**src/common/av_out_defs.svh**
```systemverilog
////////////////////////////////////////
// av output constants
// raster geometry, sync position, scaler slot word and i2s division
////////////////////////////////////////
`ifndef AV_OUT_DEFS_SVH
`define AV_OUT_DEFS_SVH

// raster, pixels per line and lines per frame
`define AV_H_TOTAL      800
`define AV_V_TOTAL      1024

// active window and its offset into the raster
`define AV_H_ACTIVE     400
`define AV_H_BPORCH     10
`define AV_V_ACTIVE     360
`define AV_V_BPORCH     10

// hsync sits a few pixels in, clear of vsync
`define AV_HS_X         3

// counter width, covers both totals
`define AV_COORD_W      10

// scaler slot number, lands in rgb[23:13]
`define AV_SLOT_INDEX   1

// i2s, mclk / 4 gives sclk, 32 sclk per channel
`define AV_SCLK_DIV_W   2
`define AV_I2S_CH_BITS  32

`endif

```
**src/common/av_out_pkg.sv**
```systemverilog
////////////////////////////////////////
// av output types
// vector types shared by the video path
////////////////////////////////////////
`default_nettype none

`include "av_out_defs.svh"

package av_out_pkg;

    // pixel or line position
    typedef logic [`AV_COORD_W-1:0] coord_t;

    // source colour from the pixel generator
    // red in [11:8], green in [7:4], blue in [3:0]
    typedef logic [11:0] rgb12_t;

    // scaler colour, 8 bits a channel
    // red in [23:16], green in [15:8], blue in [7:0]
    typedef logic [23:0] rgb24_t;

    // free-running frame count, wraps
    typedef logic [15:0] frame_count_t;

endpackage

`default_nettype wire

```
**src/av_out_top.sv**
```systemverilog
////////////////////////////////////////
// av output top
// video timing, pixel output and silent i2s
////////////////////////////////////////
`default_nettype none

module av_out_top (
    input  logic                     audgen_mclk,
    input  logic                     reset_n,
    input  av_out_pkg::rgb12_t       pixel_rgb12,
    // video to scaler
    output av_out_pkg::rgb24_t       video_rgb,
    output logic                     video_de,
    output logic                     video_vs,
    output logic                     video_hs,
    output av_out_pkg::frame_count_t frame_count,
    // audio
    output logic                     audio_sclk,
    output logic                     audio_lrck,
    output logic                     audio_dac
);

    // timing decodes into the output stage
    logic frame_start;
    logic line_start;
    logic active;

    ////////////////////////////////////////
    // video
    ////////////////////////////////////////

    video_timing u_video_timing (
        .audgen_mclk (audgen_mclk),
        .reset_n     (reset_n),
        .frame_start (frame_start),
        .line_start  (line_start),
        .active      (active),
        .frame_count (frame_count)
    );

    pixel_output u_pixel_output (
        .audgen_mclk (audgen_mclk),
        .reset_n     (reset_n),
        .frame_start (frame_start),
        .line_start  (line_start),
        .active      (active),
        .pixel_rgb12 (pixel_rgb12),
        .video_rgb   (video_rgb),
        .video_de    (video_de),
        .video_vs    (video_vs),
        .video_hs    (video_hs)
    );

    ////////////////////////////////////////
    // audio
    ////////////////////////////////////////

    i2s_silence_gen u_i2s_silence_gen (
        .audgen_mclk (audgen_mclk),
        .reset_n     (reset_n),
        .audio_sclk  (audio_sclk),
        .audio_lrck  (audio_lrck)
    );

    // silent stream
    assign audio_dac = 1'b0;

endmodule

`default_nettype wire

```
**src/i2s_silence_gen.sv**
```systemverilog
////////////////////////////////////////
// i2s silence generator
// bit clock and word clock for a silent stream
////////////////////////////////////////
`default_nettype none

`include "av_out_defs.svh"

module i2s_silence_gen (
    input  logic audgen_mclk,
    input  logic reset_n,
    output logic audio_sclk,
    output logic audio_lrck
);

    localparam int BIT_W = $clog2(`AV_I2S_CH_BITS);

    logic [`AV_SCLK_DIV_W-1:0] sclk_div;
    logic [BIT_W-1:0]          bit_cnt;
    logic                      div_wrap;
    logic                      lrck_toggle;

    // sclk is the divider msb
    assign audio_sclk = sclk_div[`AV_SCLK_DIV_W-1];
    // divider rolls over where sclk falls
    assign div_wrap   = &sclk_div;

    always_ff @(posedge audgen_mclk or negedge reset_n) begin
        if (!reset_n) begin
            sclk_div    <= '0;
            bit_cnt     <= '0;
            lrck_toggle <= 1'b0;
            audio_lrck  <= 1'b0;
        end else begin
            sclk_div <= sclk_div + 1'b1;
            // one count per sclk falling edge
            if (div_wrap) begin
                bit_cnt <= bit_cnt + 1'b1;
            end
            // end of channel, flip lrck on the next mclk
            lrck_toggle <= div_wrap && (bit_cnt == BIT_W'(`AV_I2S_CH_BITS - 1));
            if (lrck_toggle) begin
                audio_lrck <= !audio_lrck;
            end
        end
    end

endmodule

`default_nettype wire

```
**src/video/pixel_output.sv**
```systemverilog
////////////////////////////////////////
// pixel output
// registered sync, data enable and colour to the scaler
// inserts the slot-select word after each active line
////////////////////////////////////////
`default_nettype none

`include "av_out_defs.svh"

module pixel_output (
    input  logic                audgen_mclk,
    input  logic                reset_n,
    input  logic                frame_start,
    input  logic                line_start,
    input  logic                active,
    input  av_out_pkg::rgb12_t  pixel_rgb12,
    output av_out_pkg::rgb24_t  video_rgb,
    output logic                video_de,
    output logic                video_vs,
    output logic                video_hs
);

    import av_out_pkg::*;

    // slot command, index in [23:13], rest zero
    localparam rgb24_t SLOT_WORD = {11'(`AV_SLOT_INDEX), 13'd0};

    rgb12_t pixel_q;
    rgb24_t pixel_exp;
    logic   line_end;

    ////////////////////////////////////////
    // colour path
    ////////////////////////////////////////

    // first colour stage
    always_ff @(posedge audgen_mclk) begin
        pixel_q <= pixel_rgb12;
    end

    // each nibble into the top of its byte
    assign pixel_exp = {pixel_q[11:8], 4'h0,
                        pixel_q[7:4],  4'h0,
                        pixel_q[3:0],  4'h0};

    // window just closed, video_de still holds last cycle's enable
    assign line_end = !active && video_de;

    ////////////////////////////////////////
    // output registers
    ////////////////////////////////////////

    always_ff @(posedge audgen_mclk or negedge reset_n) begin
        if (!reset_n) begin
            video_vs  <= 1'b0;
            video_hs  <= 1'b0;
            video_de  <= 1'b0;
            video_rgb <= '0;
        end else begin
            // syncs and enable trail their decodes by one
            video_vs <= frame_start;
            video_hs <= line_start;
            video_de <= active;

            // black unless in window or at line end
            if (active) begin
                video_rgb <= pixel_exp;
            end else if (line_end) begin
                video_rgb <= SLOT_WORD;
            end else begin
                video_rgb <= '0;
            end
        end
    end

endmodule

`default_nettype wire

```
**src/video/video_timing.sv**
```systemverilog
////////////////////////////////////////
// video timing
// pixel, line and frame counters
// decodes frame start, sync position and active window
////////////////////////////////////////
`default_nettype none

`include "av_out_defs.svh"

module video_timing (
    input  logic                     audgen_mclk,
    input  logic                     reset_n,
    output logic                     frame_start,
    output logic                     line_start,
    output logic                     active,
    output av_out_pkg::frame_count_t frame_count
);

    import av_out_pkg::*;

    // last count before wrap
    localparam coord_t H_LAST  = coord_t'(`AV_H_TOTAL - 1);
    localparam coord_t V_LAST  = coord_t'(`AV_V_TOTAL - 1);
    // window edges, first inside and first outside
    localparam coord_t H_FIRST = coord_t'(`AV_H_BPORCH);
    localparam coord_t H_END   = coord_t'(`AV_H_BPORCH + `AV_H_ACTIVE);
    localparam coord_t V_FIRST = coord_t'(`AV_V_BPORCH);
    localparam coord_t V_END   = coord_t'(`AV_V_BPORCH + `AV_V_ACTIVE);
    localparam coord_t HS_X    = coord_t'(`AV_HS_X);

    coord_t x_count;
    coord_t y_count;
    logic   h_window;
    logic   v_window;

    ////////////////////////////////////////
    // counters
    ////////////////////////////////////////

    always_ff @(posedge audgen_mclk or negedge reset_n) begin
        if (!reset_n) begin
            x_count     <= '0;
            y_count     <= '0;
            frame_count <= '0;
        end else begin
            // pixel counter, line advances on wrap
            if (x_count == H_LAST) begin
                x_count <= '0;
                if (y_count == V_LAST) begin
                    y_count <= '0;
                end else begin
                    y_count <= y_count + coord_t'(1);
                end
            end else begin
                x_count <= x_count + coord_t'(1);
            end
            // one per frame, leaving the origin
            if (frame_start) begin
                frame_count <= frame_count + 16'd1;
            end
        end
    end

    ////////////////////////////////////////
    // decodes
    ////////////////////////////////////////

    // origin of the raster
    assign frame_start = (x_count == '0) && (y_count == '0);
    // hsync position on every line
    assign line_start  = (x_count == HS_X);

    // active window
    assign h_window = (x_count >= H_FIRST) && (x_count < H_END);
    assign v_window = (y_count >= V_FIRST) && (y_count < V_END);
    assign active   = h_window && v_window;

endmodule

`default_nettype wire
```
**config.mk**
```make
export PLATFORM = sky130hd
export DESIGN_NAME = av_out_top
export DESIGN_NICKNAME = d
export VERILOG_FILES = /design/src/common/av_out_pkg.sv /design/src/av_out_top.sv /design/src/i2s_silence_gen.sv /design/src/video/pixel_output.sv /design/src/video/video_timing.sv
export VERILOG_INCLUDE_DIRS = /design/src /design/src/common
export SDC_FILE = /design/constraint.sdc
export NUM_CORES = 1
export LEC_CHECK = 0
export ABC_CLOCK_PERIOD_IN_PS = 4500
export BUFFER_PORTS_ARGS = -buffer_cell sky130_fd_sc_hd__buf_2
export CORE_MARGIN = 2
export CORE_UTILIZATION = 35
export DETAILED_ROUTE_END_ITERATION = 6
export GPL_ROUTABILITY_DRIVEN = 1
export PLACE_DENSITY = 0.66
export SLEW_MARGIN = 20
export SYNTH_ARGS = -nofsm -noshare
export SYNTH_HDL_FRONTEND = slang
export SYNTH_HIERARCHICAL = 1
export SYNTH_SLANG_ARGS = --single-unit
```
**constraint.sdc**
```tcl
create_clock -name audgen_mclk -period 4.5 [get_ports audgen_mclk]
set_input_delay 0.9 -clock audgen_mclk [delete_from_list [all_inputs] [get_ports audgen_mclk]]
set_output_delay 0.9 -clock audgen_mclk [all_outputs]
set_load 0.05 [all_outputs]
```
**After elaboration in Yosys (flattened, before gate mapping)**

Index checks and enable logic that the tools add are counted.

- Flip-flop bits (word level): 84
- Bits of input ports: 14
- Output and inout bits: 46
- Logic and storage cells: 40

- Add/subtract/negate cells: 5
- Magnitude comparators: 4
- Eq/ne operators: 4
- Mux-type cells: 4
- Reduce and logical (&&, ||, !) cells: 11

Operators by type and width:

| operator | number |
|---|---|
| $mux 24 | 1 |
| $add 10x1->10 const B | 2 |
| $eq 10x10->1 const B | 2 |
| $ge 10x4->1 const B | 2 |
| $logic_not 10->1 | 2 |
| $lt 10x9->1 const B | 2 |
| $mux 10 | 2 |
| $add 16x1->16 const B | 1 |
| $mux 14 | 1 |
| $eq 10x2->1 const B | 1 |
| $logic_and 1x1->1 | 6 |
| $add 5x1->5 const B | 1 |
| $eq 5x5->1 const B | 1 |
| $add 2x1->2 const B | 1 |
| $logic_not 1->1 | 2 |
| $reduce_and 2->1 | 1 |

**Longest topological paths before layout**

Gate-level depths: netlist of run 1.

- Depth in word-level cells: 7
- Mapped depth: 7
- Depth with buffers taken out: 6

**Cells and area by module**

The synthesis of run 1 kept the hierarchy.

Modules (own cells, without submodules):

| module | instances | cells an instance | area each (um^2) | seq. area each (um^2) |
|---|---|---|---|---|
| video_timing | 1 | 187 | 1864.3 | 900.9 |
| pixel_output | 1 | 53 | 813.3 | 615.6 |
| i2s_silence_gen | 1 | 23 | 347.8 | 225.2 |
| av_out_top | 1 | 2 | 11.3 | 0.0 |

**Least setup slack after synthesis of run 1**

Ideal clock, no wire load.

- Path type: reg2reg
- Start point: register u_video_timing.x_count[5]
- End point: register u_video_timing.y_count[9]
- Setup time: 0.069 ns
- Arrival time: 1.965 ns
- Data required time: 4.431 ns
- Path slack: 2.466 ns
- Cell stages (with the launch flop): 7
- Cells stage by stage: dfrtp_1 or3_1 buf_2 or3_1 clkbuf_2 or4_1 nand3_1

- Cells in the longest elaborated chain, start to end: 1

RTL lines:

| what | line | source |
|---|---|---|
| start: declaration | video_timing.sv:31 | `coord_t x_count;` |
| start signal: assignment | video_timing.sv:55 | `x_count <= x_count + coord_t'(1);` |
| $eq 10x10->1 | video_timing.sv:47 | `if (x_count == H_LAST) begin` |
| end signal: assignment | video_timing.sv:52 | `y_count <= y_count + coord_t'(1);` |
| end: declaration | video_timing.sv:32 | `coord_t y_count;` |

No other way between the ends.
A chain may end at the register's enable or synchronous reset.

**Worst setup path after layout of run 1**

- Start point: register u_video_timing.y_count[7]
- End point: register u_video_timing.frame_count[1]

- Cells in the longest elaborated chain, start to end: 2

RTL lines:

| what | line | source |
|---|---|---|
| $logic_not 10->1 | video_timing.sv:69 | `assign frame_start = (x_count == '0) && (y_count == '0);` |
| $logic_and 1x1->1 | video_timing.sv:69 |  |
| net frame_start | av_out_top.sv:24 | `logic frame_start;` |
| end signal: assignment | video_timing.sv:59 | `frame_count <= frame_count + 16'd1;` |
| end: declaration | video_timing.sv:16 | `output av_out_pkg::frame_count_t frame_count` |

The timed path passes the listed nets, and every way through them passes these cells.

==> results of run 1 <==
[metal layers]
layer	wire length, um	GRT usage [%]
met1	2390	15.5
met2	2420	17.8
met5	0	0
met3	295	3.81
met4	123	6.39
[synthesized netlist by cell type, drive strengths merged (3+ instances only)]
cell type and number:
dfrtp 60, xor2 21, nor4 17, buf 16, and2 15, nand3 15, dfxtp 12, nor2 12
inv 11, nand2 11, xnor2 11, ha 10, nand4 8, o21ai 7, and3 6, nor3 6
clkbuf 4, mux2 4, or3 4, o31ai 3
[metrics by stage]
stage               power (W)  cell area [um^2]  cells  setup WS [ns]  hold slack, ns
floorplan            0.000697              3080    276           2.47           0.398
CTS                   0.00127              3540    424           2.30           0.424
finish                0.00125              3540    424           2.27           0.423
global placement     0.000704              3310    408           2.37           0.409
global route          0.00131              3540    424           2.10           0.451
detailed placement   0.000705              3310    408           2.31           0.414
[worst max-delay path: cells and delay by family, from the launching register on]
family | cells | cell delay [ns]
DFF | 1 | 0.44
muxes | 1 | 0.37
and+or+nand+nor | 3 | 1.33
[cell type report]
| class | count | area (um^2) |
|---|---|---|
| Clock buffer | 12 | 145 |
| Inverter | 11 | 41.3 |
| Tap cell | 105 | 131 |
| Sequential cell | 72 | 1740 |
| Fill cell | 786 | 4760 |
| Timing Repair Buffer | 47 | 238 |
| Clock inverter | 4 | 77.6 |
| Multi-Input combinational cell | 173 | 1160 |
[registers in the layout, indices dropped and copies added, names as in the netlist, 2 cells and up]
name and cells:
u_pixel_output/video_rgb 12, u_video_timing/y_count 10, u_i2s_silence_gen/sclk_div 2, u_video_timing/x_count 10, u_i2s_silence_gen/bit_cnt 5, u_pixel_output/pixel_q 12
u_video_timing/frame_count 16
[power by group through the flow]
stage	Clock, W	Combinational, W	Sequential [W]
2_1_floorplan	0	0.0000324	0.000665
3_3_place_gp	0	0.0000398	0.000665
3_5_place_dp	0	0.0000402	0.000665
4_1_cts	0.000578	0.0000401	0.000652
5_1_grt	0.000611	0.0000429	0.000652
6_report	0.000558	0.0000392	0.000652
[cell usage in the layout (no fill, tap or decap), drive strengths merged, types with 8 or more instances in the layout]
master,netlist,routed
and2,15,15
buf,16,47
clkbuf,4,12
conb,2,13
dfrtp,60,60
dfxtp,12,12
ha,10,10
inv,11,11
nand2,11,11
nand3,15,15
nand4,8,8
nor2,12,12
nor4,17,17
xnor2,11,11
xor2,21,21
[worst min-delay path by stage]
stage                                        from                            end  slack (ns)  depth (start not counted)
finish              u_i2s_silence_gen/sclk_div[0]  u_i2s_silence_gen/sclk_div[0]        0.42                          1
global route        u_i2s_silence_gen/lrck_toggle   u_i2s_silence_gen/audio_lrck        0.45                          1
CTS                 u_i2s_silence_gen/sclk_div[0]  u_i2s_silence_gen/sclk_div[0]        0.42                          1
detailed placement  u_i2s_silence_gen/sclk_div[0]  u_i2s_silence_gen/sclk_div[0]        0.41                          1
global placement    u_i2s_silence_gen/sclk_div[0]  u_i2s_silence_gen/sclk_div[0]        0.41                          1
floorplan           u_i2s_silence_gen/sclk_div[0]  u_i2s_silence_gen/sclk_div[0]        0.40                          1
[cells by family (layout without fill, tap and decap cells)]
family	Yosys count	in the layout	synth area share, %
AND/OR/NAND/NOR	98	98	18.3
flip-flops	72	72	57.4
XOR/XNOR	32	32	9.23
buffers and inverters	31	74	5.77
AO/OA/AOI/OAI	16	16	3.34
adder cells (fa/ha/maj)	10	10	4.12
multiplexers	4	4	1.61
other	2	13	0.247
==> run_results.csv, run 1 <==
group,metric,value,unit
finish,drive_gt1_share,23.8,%
power_and_ir_drop,intPower,0.000985,W
sta,hold_viol_final,0,
power_and_ir_drop,seqPwrFrac,52.2,%
sta,tightest_slew,0.706,ns
floorplanning,num_rows,33,
floorplanning,start_util,36.6,%
detailed_routing,first_pass_iters,4,
clock_tree,clk_pin_slew,0.08,ns
synthesis,ys_async_sr_fraction,83.3,%
synthesis,synth_area,0.00304,mm^2
synthesis,yosys_most_used_dff,"dfrtp_1",
sta,relSlewSlack,52.7,%
worst_setup_path,worst-setup-path-type,"reg -> reg",
power_and_ir_drop,comb_power_share,3.1,%
job,maxCapViolations,0,
global_route,grt_pass1_wl,9.04,mm
floorplanning,die_h,97.1,um
sta,min_period_over_period,49.6,%
sta,min_period,2.23,ns
clock_tree,cts_buffers,9,
synthesis,ys_types,37,
place,place.gp.congestion,0.774,
detailed_routing,drc,0,
power_and_ir_drop,p_sw,0.000264,W
worst_setup_path,r2r-start,"u_video_timing/y_count[7]",
clock_tree,postCtsSetupRepairBufs,0,
power_and_ir_drop,clkPwrFrac,44.7,%
power_and_ir_drop,power.density,353,mW/mm^2
global_route,grt_overflow_total,0,
detailed_routing,ant_nets,0,
floorplanning,die_x,97.1,um
finish,syn_to_final_growth,16.4,%
sta,finalMaxSlewViolations,0,
power_and_ir_drop,power.leakage,1.82,nW
synthesis,syn_inst,265,
worst_setup_path,critPathLaunch,"u_video_timing/y_count[7]",
worst_setup_path,cp-start-kind,"register",
synthesis,synth_top_area_share,49.4,%
detailed_routing,wl,5.22,mm
status,status,"complete, no violations",
detailed_routing,wl_per_cell,12.3,um
clock_tree,cts_resized,0,
worst_setup_path,arrival,2.47,ns
worst_setup_path,path_cells,"nor4_1 > nand3_1 > nor2_1 > mux2_2",
worst_setup_path,critPathCaptureType,"register",
worst_setup_path,crit_slowest_cell,"nand3_1",
clock_tree,htreeDepth,3,
worst_setup_path,timing.rr.end,"u_video_timing/frame_count[1]",
synthesis,yosysSeqAreaShare,57.4,%
finish,n_antenna_cell,0,
worst_setup_path,reg2reg_depth,4,
finish,fin_util,42.6,%
floorplanning,dieArea,0.00944,mm^2
detailed_routing,drt-initial-drc-count,136,
power_and_ir_drop,peakVddDrop,0.180,mV
finish,final_nets,338,
place,numPortBuffers,46,
synthesis,synth_edf_count,0,
clock_tree,insertion_delay,0.34,ns
sta,rsz0062_at_grt,"false",
global_route,grt_use_total,11.9,%
sta,fmax,448,MHz
detailed_routing,vias_per_cell,4.78,
detailed_routing,vias,2026,
worst_setup_path,r2r_setup_slack,2.27,ns
worst_setup_path,crit_end,"u_video_timing/frame_count[1]",
worst_setup_path,required,4.73,ns
sta,setup_violations,0,
sta,skew,0.0136,ns
global_route,antenna_found_initial,0,
clock_tree,cts_buffer_depth,2,
worst_setup_path,max_stage_delay,0.51,ns
synthesis,synth_top_area_cell,"dfrtp_1",
synthesis,synth.area.top_cells,"dfrtp_1 (49%), dfxtp_1 (7.9%), xor2_1 (6.1%)",
global_route,grt_start_max_net_pins,33,
floorplanning,ios,60,
floorplanning,core_area,0.00830,mm^2
min_path,hold_path_class,"reg -> reg",
worst_setup_path,cp_max_fo,15,
power_and_ir_drop,sw_frac_of_total,21.1,%
clock_tree,cts_tree,"built",
synthesis,syn-mean-instance-area,11.5,um^2
place,dp_hpwl,3.63,mm
synthesis,ys_warn_count,6,
synthesis,ys_ff_latch,72,
clock_tree,cts.hold.buffers_added,0,
sta,tns,0,ns
clock_tree,cts.sinks,72,
clock_tree,cts-root-buf,"clkbuf_8",
global_route,grt_pass1_vias,1887,
Power figures use the tool's default switching activity.
==> inputs of run 2 (changes only) <==
Settings changed: ABC_AREA set to 1, ABC_CLOCK_PERIOD_IN_PS 4500 to 2310, PLACE_DENSITY 0.66 to 0.65.
Clock period 4.5 ns to 2.31 ns, I/O delays scaled along.
==> run 2 against run 1 <==
Net effect:
- sequential share of layout area down 6.8 points
- sequential cell count unchanged
- final cell count is 49% higher
- clock power is 85% higher
- largest cell class unchanged
- wire length up 33%
- clock-buffer cell count shrank 3
- power is 90% higher
- largest power group unchanged
==> run_results.csv, run 2 <==
group,metric,value,unit
place,place.gp.congestion,0.877,
synthesis,synth_edf_count,0,
sta,fmax,615,MHz
global_route,grt_use_total,13.9,%
floorplanning,die_x,105,um
finish,layout_commonest_cell,"nand2_1",
power_and_ir_drop,peakVddDrop,0.414,mV
synthesis,synth.area.top_cells,"dfrtp_1 (42%), nand2_1 (14%), dfxtp_1 (6.7%)",
global_route,grt_pass1_wl,12.4,mm
synthesis,syn-mean-instance-area,8.10,um^2
detailed_routing,wl_met1,3.26,mm
finish,n_antenna_cell,0,
finish,drive_gt1_share,16.8,%
floorplanning,dieArea,0.0110,mm^2
power_and_ir_drop,power.leakage,2.24,nW
sta,relSlewSlack,64.2,%
clock_tree,clk_pin_slew,0.08,ns
floorplanning,die_h,105,um
finish,syn_to_final_growth,15.1,%
floorplanning,start_util,36.3,%
synthesis,yosys_most_used_dff,"dfrtp_1",
detailed_routing,vias,2840,
synthesis,yosysSeqAreaShare,48.9,%
synthesis,yosysMostFrequentCell,"nand2_1",
clock_tree,htreeDepth,3,
clock_tree,cts-root-buf,"clkbuf_8",
global_route,grt_overflow_total,0,
worst_setup_path,arrival,1.88,ns
synthesis,synth_top_area_share,42.1,%
finish,final_nets,518,
place,dp_hpwl,5.11,mm
synthesis,synth_common_cells,"nand2_1 (133), dfrtp_1 (60), inv_1 (59), nor2_1 (39), nand3_1 (24)",
sta,tightest_slew,0.536,ns
sta,hold_viol_final,0,
finish,fin_util,41.8,%
finish,fin_area,0.00410,mm^2
sta,min_period,1.63,ns
sta,rsz0062_at_grt,"false",
synthesis,synth_area,0.00356,mm^2
clock_tree,cts_buffer_depth,2,
sta,finalMaxSlewViolations,0,
status,status,"complete, no violations",
detailed_routing,drt-initial-drc-count,108,
detailed_routing,wl,6.93,mm
detailed_routing,wl_per_cell,11.0,um
clock_tree,cts_tree,"built",
worst_setup_path,cp_max_fo,7,
finish,largest_registers,"u_video_timing/frame_count x16, u_pixel_output/pixel_q x12, u_pixel_output/video_rgb x12",
finish,largest_reg_flops,16,
finish,regMostFlops,"u_video_timing/frame_count",
detailed_routing,drc,0,
power_and_ir_drop,power.total,0.00238,W
power_and_ir_drop,power.density,579,mW/mm^2
sta,tns,0,ns
job,maxCapViolations,0,
worst_setup_path,worst-setup-path-type,"reg -> reg",
sta,min_period_over_period,70.4,%
sta,hold_ws,0.0620,ns
detailed_routing,wl_met2,3.22,mm
clock_tree,insertion_delay,0.34,ns
clock_tree,postCtsSetupRepairBufs,0,
worst_setup_path,cp-start-kind,"register",
worst_setup_path,critPathCaptureType,"register",
floorplanning,ios,60,
clock_tree,cts_resized,0,
detailed_routing,dr.max_layer_used,"met4",
synthesis,ys_ff_latch,72,
clock_tree,cts_buffers,9,
min_path,hold_path_class,"in -> async",
detailed_routing,vias_per_cell,4.49,
place,place_area,0.00389,mm^2
synthesis,ys_types,29,
detailed_routing,ant_nets,0,
global_route,grt_pass1_vias,2712,
sta,skew,0.00851,ns
floorplanning,core_area,0.00982,mm^2
global_route,antenna_found_initial,0,
detailed_routing,dr_wl_met3,358,um
detailed_routing,first_pass_iters,5,
clock_tree,cts.hold.buffers_added,0,
synthesis,ys_async_sr_fraction,83.3,%
global_route,grt_start_max_net_pins,30,
synthesis,syn_inst,440,
worst_setup_path,required,2.57,ns
place,numPortBuffers,46,
clock_tree,cts.sinks,72,
sta,setup_violations,0,
floorplanning,num_rows,36,
finish,final_cell_mix,"nand2_1 (133), dfrtp_1 (60), inv_1 (59), buf_2 (46), nor2_1 (39)",
synthesis,ys_warn_count,6,
synthesis,synth_top_area_cell,"dfrtp_1",
==> run 2: logic make-up (layout without fill, tap and decap cells) <==
kind of cell	Yosys count	after routing	share of synthesized area, %
XOR/XNOR	17	17	4.18
AO/OA/AOI/OAI	24	24	3.44
adder cells (fa/ha/maj)	10	10	3.51
flip-flops	72	72	48.9
buffers and inverters	79	127	10.6
AND/OR/NAND/NOR	236	236	29.1
other	2	13	0.211
==> run 2: power breakdown <==
part / leakage, nW / total [W] / internal [W] / switching, W
Combinational: 1.23 / 0.0000814 / 0.0000120 / 0.0000694
Sequential: 0.906 / 0.00127 / 0.00127 / 0.00000260
Clock: 0.103 / 0.00103 / 0.000519 / 0.000506
==> run 2: layer usage <==
| metal | global-route usage (%) | vias up |
|---|---|---|
| met2 | 22.2 | 77 |
| li1 | - | 1444 |
| met5 | 0 | - |
| met3 | 4.74 | 8 |
| met1 | 17.8 | 1311 |
| met4 | 4.38 | 0 |
==> run 2: final cells by class <==
cell class,count,area (um^2)
sequential,72,1740
tap,133,166
clock inverter,7,83.8
inverter,61,229
multi-input combinational,300,1480
clock buffer,9,124
timing repair buffer,50,273
fill,1033,5720
==> run 2: worst max-delay path, stage by stage (launching register included) <==
cell,delay [ns]
dfrtp_1,0.40
ha_1,0.21
nand2_1,0.09
nor2_1,0.13
nand3_1,0.10
nor2_2,0.25
buf_4,0.21
nand4_1,0.07
o21ai_0,0.08
==> run 2: worst paths after layout <==
check / slack (ns) / cells past startpoint / endpoint / start
min in group audgen_mclk: 0.21 / 1 / u_pixel_output/pixel_q[11] / pixel_rgb12[11]
max in group asynchronous: 1.69 / 2 / u_video_timing/x_count[7] / reset_n
max: 0.68 / 8 / u_video_timing/y_count[3] / u_video_timing/x_count[0]
min: 0.06 / 1 / u_pixel_output/video_rgb[13] / reset_n
min reg2reg: 0.41 / 2 / u_pixel_output/video_rgb[15] / u_pixel_output/pixel_q[7]
max reg2reg: 0.68 / 8 / u_video_timing/y_count[3] / u_video_timing/x_count[0]
==> run 2: stage by stage <==
step | std cells | worst slack (ns)
3_5_place_dp | 616 | 0.688
2_1_floorplan | 451 | 0.598
3_3_place_gp | 616 | 0.749
5_1_grt | 632 | 0.465
4_1_cts | 632 | 0.670
6_report | 632 | 0.684
==> inputs of run 3 (changes only) <==
Settings changed: ABC_AREA 1 to 0, ABC_CLOCK_PERIOD_IN_PS 2310 to 1320, PLACE_DENSITY 0.65 to 0.68.
Clock period 2.31 ns to 1.32 ns, I/O delays scaled along.
==> run 3 against run 2 <==
Net effect:
- the run now ends with negative setup slack left
- die area shrank 14%
- final cell count shrank 17%
- sequential power grew 75%
- non-clock buffer count grew 98
- setup slack lost 1.2 ns
- worst hold slack lost 0.051 ns
- clock-buffer cell count grew 1
- highest routed layer unchanged
==> run_results.csv, run 3 (synthesized netlist as in run 1, its figures left out) <==
group,metric,value,unit
global_route,grt_overflow_total,0,
worst_setup_path,cp_max_fo,5,
finish,drive_gt1_share,56.5,%
floorplanning,ios,60,
worst_setup_path,r2r_setup_slack,-0.50,ns
clock_tree,cts-root-buf,"clkbuf_8",
status,failed_checks,"negative setup slack",
finish,largest_registers,"u_video_timing/frame_count x16, u_pixel_output/pixel_q x12, u_pixel_output/video_rgb x12",
global_route,grt_pass1_wl,12.4,mm
global_route,grt_use_total,16.4,%
power_and_ir_drop,power.leakage,2.63,nW
worst_setup_path,path_cells,"or3_4 > or3_4 > or4_1 > nand3_1",
finish,largest_reg_flops,16,
job,maxCapViolations,0,
worst_setup_path,required,1.62,ns
finish,regMostFlops,"u_video_timing/frame_count",
sta,finalMaxSlewViolations,0,
worst_setup_path,critPathCaptureType,"register",
clock_tree,htreeDepth,3,
sta,rsz0062_at_grt,"true",
detailed_routing,drc,0,
sta,setup_violations,46,
detailed_routing,wl,7.87,mm
floorplanning,die_h,97.1,um
clock_tree,cts_tree,"built",
worst_setup_path,critPathMostFrequentCell,"or3_4",
power_and_ir_drop,peakVddDrop,0.525,mV
clock_tree,cts.sinks,72,
worst_setup_path,cp-start-kind,"register",
power_and_ir_drop,power.density,784,mW/mm^2
worst_setup_path,crit_slowest_cell,"or4_1",
clock_tree,cts_buffers,9,
finish,fin_area,0.00504,mm^2
worst_setup_path,max_stage_delay,0.47,ns
floorplanning,dieArea,0.00944,mm^2
min_path,hold_depth,1,
detailed_routing,vias_per_cell,4.73,
sta,min_period_over_period,138,%
finish,layout_commonest_cell,"buf_4",
worst_setup_path,arrival,2.12,ns
global_route,grt_pass1_vias,2564,
floorplanning,core_area,0.00830,mm^2
place,dp_hpwl,4.78,mm
place,numPortBuffers,46,
floorplanning,start_util,36.6,%
worst_setup_path,worst-path-buf-inv,0,
floorplanning,die_x,97.1,um
sta,min_period,1.82,ns
detailed_routing,vias,2486,
min_path,whs_endpoint,"u_pixel_output/pixel_q[4]",
global_route,grt_start_max_net_pins,28,
status,status,"finished with violations",
worst_setup_path,reg2reg_depth,4,
global_route,antenna_found_initial,0,
clock_tree,clk_pin_slew,0.08,ns
sta,hold_viol_final,0,
worst_setup_path,crit_family,"simple AND/OR/NAND/NOR gates",
detailed_routing,first_pass_iters,4,
sta,finalWorstSetupSlack,-0.502,ns
min_path,min_from,"pixel_rgb12[4]",
worst_setup_path,r2r-start,"u_video_timing/x_count[6]",
detailed_routing,drt-initial-drc-count,117,
floorplanning,num_rows,33,
sta,fmax,549,MHz
finish,final_nets,440,
clock_tree,cts_buffer_depth,2,
finish,syn_to_final_growth,66.0,%
sta,skew,0.0101,ns
worst_setup_path,worst-setup-path-type,"reg -> reg",
place,place_area,0.00409,mm^2
detailed_routing,ant_nets,0,
place,place.gp.congestion,0.859,
min_path,hold_path_class,"in -> reg",
power_and_ir_drop,power.total,0.00395,W
finish,n_antenna_cell,0,
worst_setup_path,timing.rr.end,"u_video_timing/y_count[9]",
finish,nFillCells,577,
clock_tree,insertion_delay,0.36,ns
detailed_routing,wl_per_cell,15.0,um
sta,hold_ws,0.0107,ns
finish,final_cell_mix,"buf_4 (62), dfrtp_1 (44), buf_2 (31), buf_6 (24), xor2_1 (21)",
run 3: metal layers:
metal / up-vias / part of all wire (%) / track usage [%]
met2: 45 / 54 / 28.6
met4: 0 / 2.1 / 6.72
met5: - / 0 / 0
met1: 1238 / 41 / 19.3
li1: 1187 / - / -
met3: 16 / 2.9 / 3.74
run 3: how the worst max path moves through the flow:
stage / from / to / slack [ns] / cells past startpoint
detailed placement: u_video_timing/x_count[6] / u_video_timing/y_count[9] / -0.56 / 4
global route: u_video_timing/y_count[0] / u_video_timing/frame_count[13] / -0.59 / 8
floorplan: u_video_timing/x_count[1] / u_video_timing/y_count[9] / -0.62 / 6
global placement: u_video_timing/x_count[6] / u_video_timing/y_count[9] / -0.53 / 4
CTS: u_video_timing/x_count[0] / u_video_timing/y_count[9] / -0.46 / 5
finish: u_video_timing/x_count[6] / u_video_timing/y_count[9] / -0.50 / 4
run 3: repair_timing:
action | in CTS | in global routing
setup buffers | 10 | 14
endpoints found under the hold margin | 24 | 0
gates resized for setup | 78 | 56
endpoints found under the setup margin | 62 | 63
pin swaps | 13 | 21
hold buffers | 12 | 0
cloned | 2 | 1
run 3: cell type report:
| class | instances | area [um^2] | area share [%] |
|---|---|---|---|
| clock buffer | 10 | 128 | 2.53 |
| clock inverter | 6 | 43.8 | 0.868 |
| inverter | 11 | 41.3 | 0.819 |
| multi-input combinational | 174 | 1610 | 31.9 |
| sequential | 72 | 1760 | 34.9 |
| tap | 105 | 131 | 2.61 |
| timing repair buffer | 148 | 1330 | 26.3 |
run 3: per-stage QoR:
stage          util [%]  instances  TNS [ns]  setup slack (ns)
2_1_floorplan         -        276    -16.55            -0.622
3_3_place_gp       49.3        476    -15.89            -0.530
3_5_place_dp       49.3        476    -17.24            -0.562
4_1_cts            57.5        515    -16.58            -0.462
5_1_grt            60.8        526    -20.25            -0.586
6_report           60.8        526    -16.87            -0.502
run 3: power breakdown:
part           internal (W)  total, W  switching (W)  leakage, nW
sequential          0.00222   0.00222     0.00000513        0.882
clock              0.000688   0.00155       0.000865       0.0866
combinational     0.0000481  0.000175       0.000127         1.66
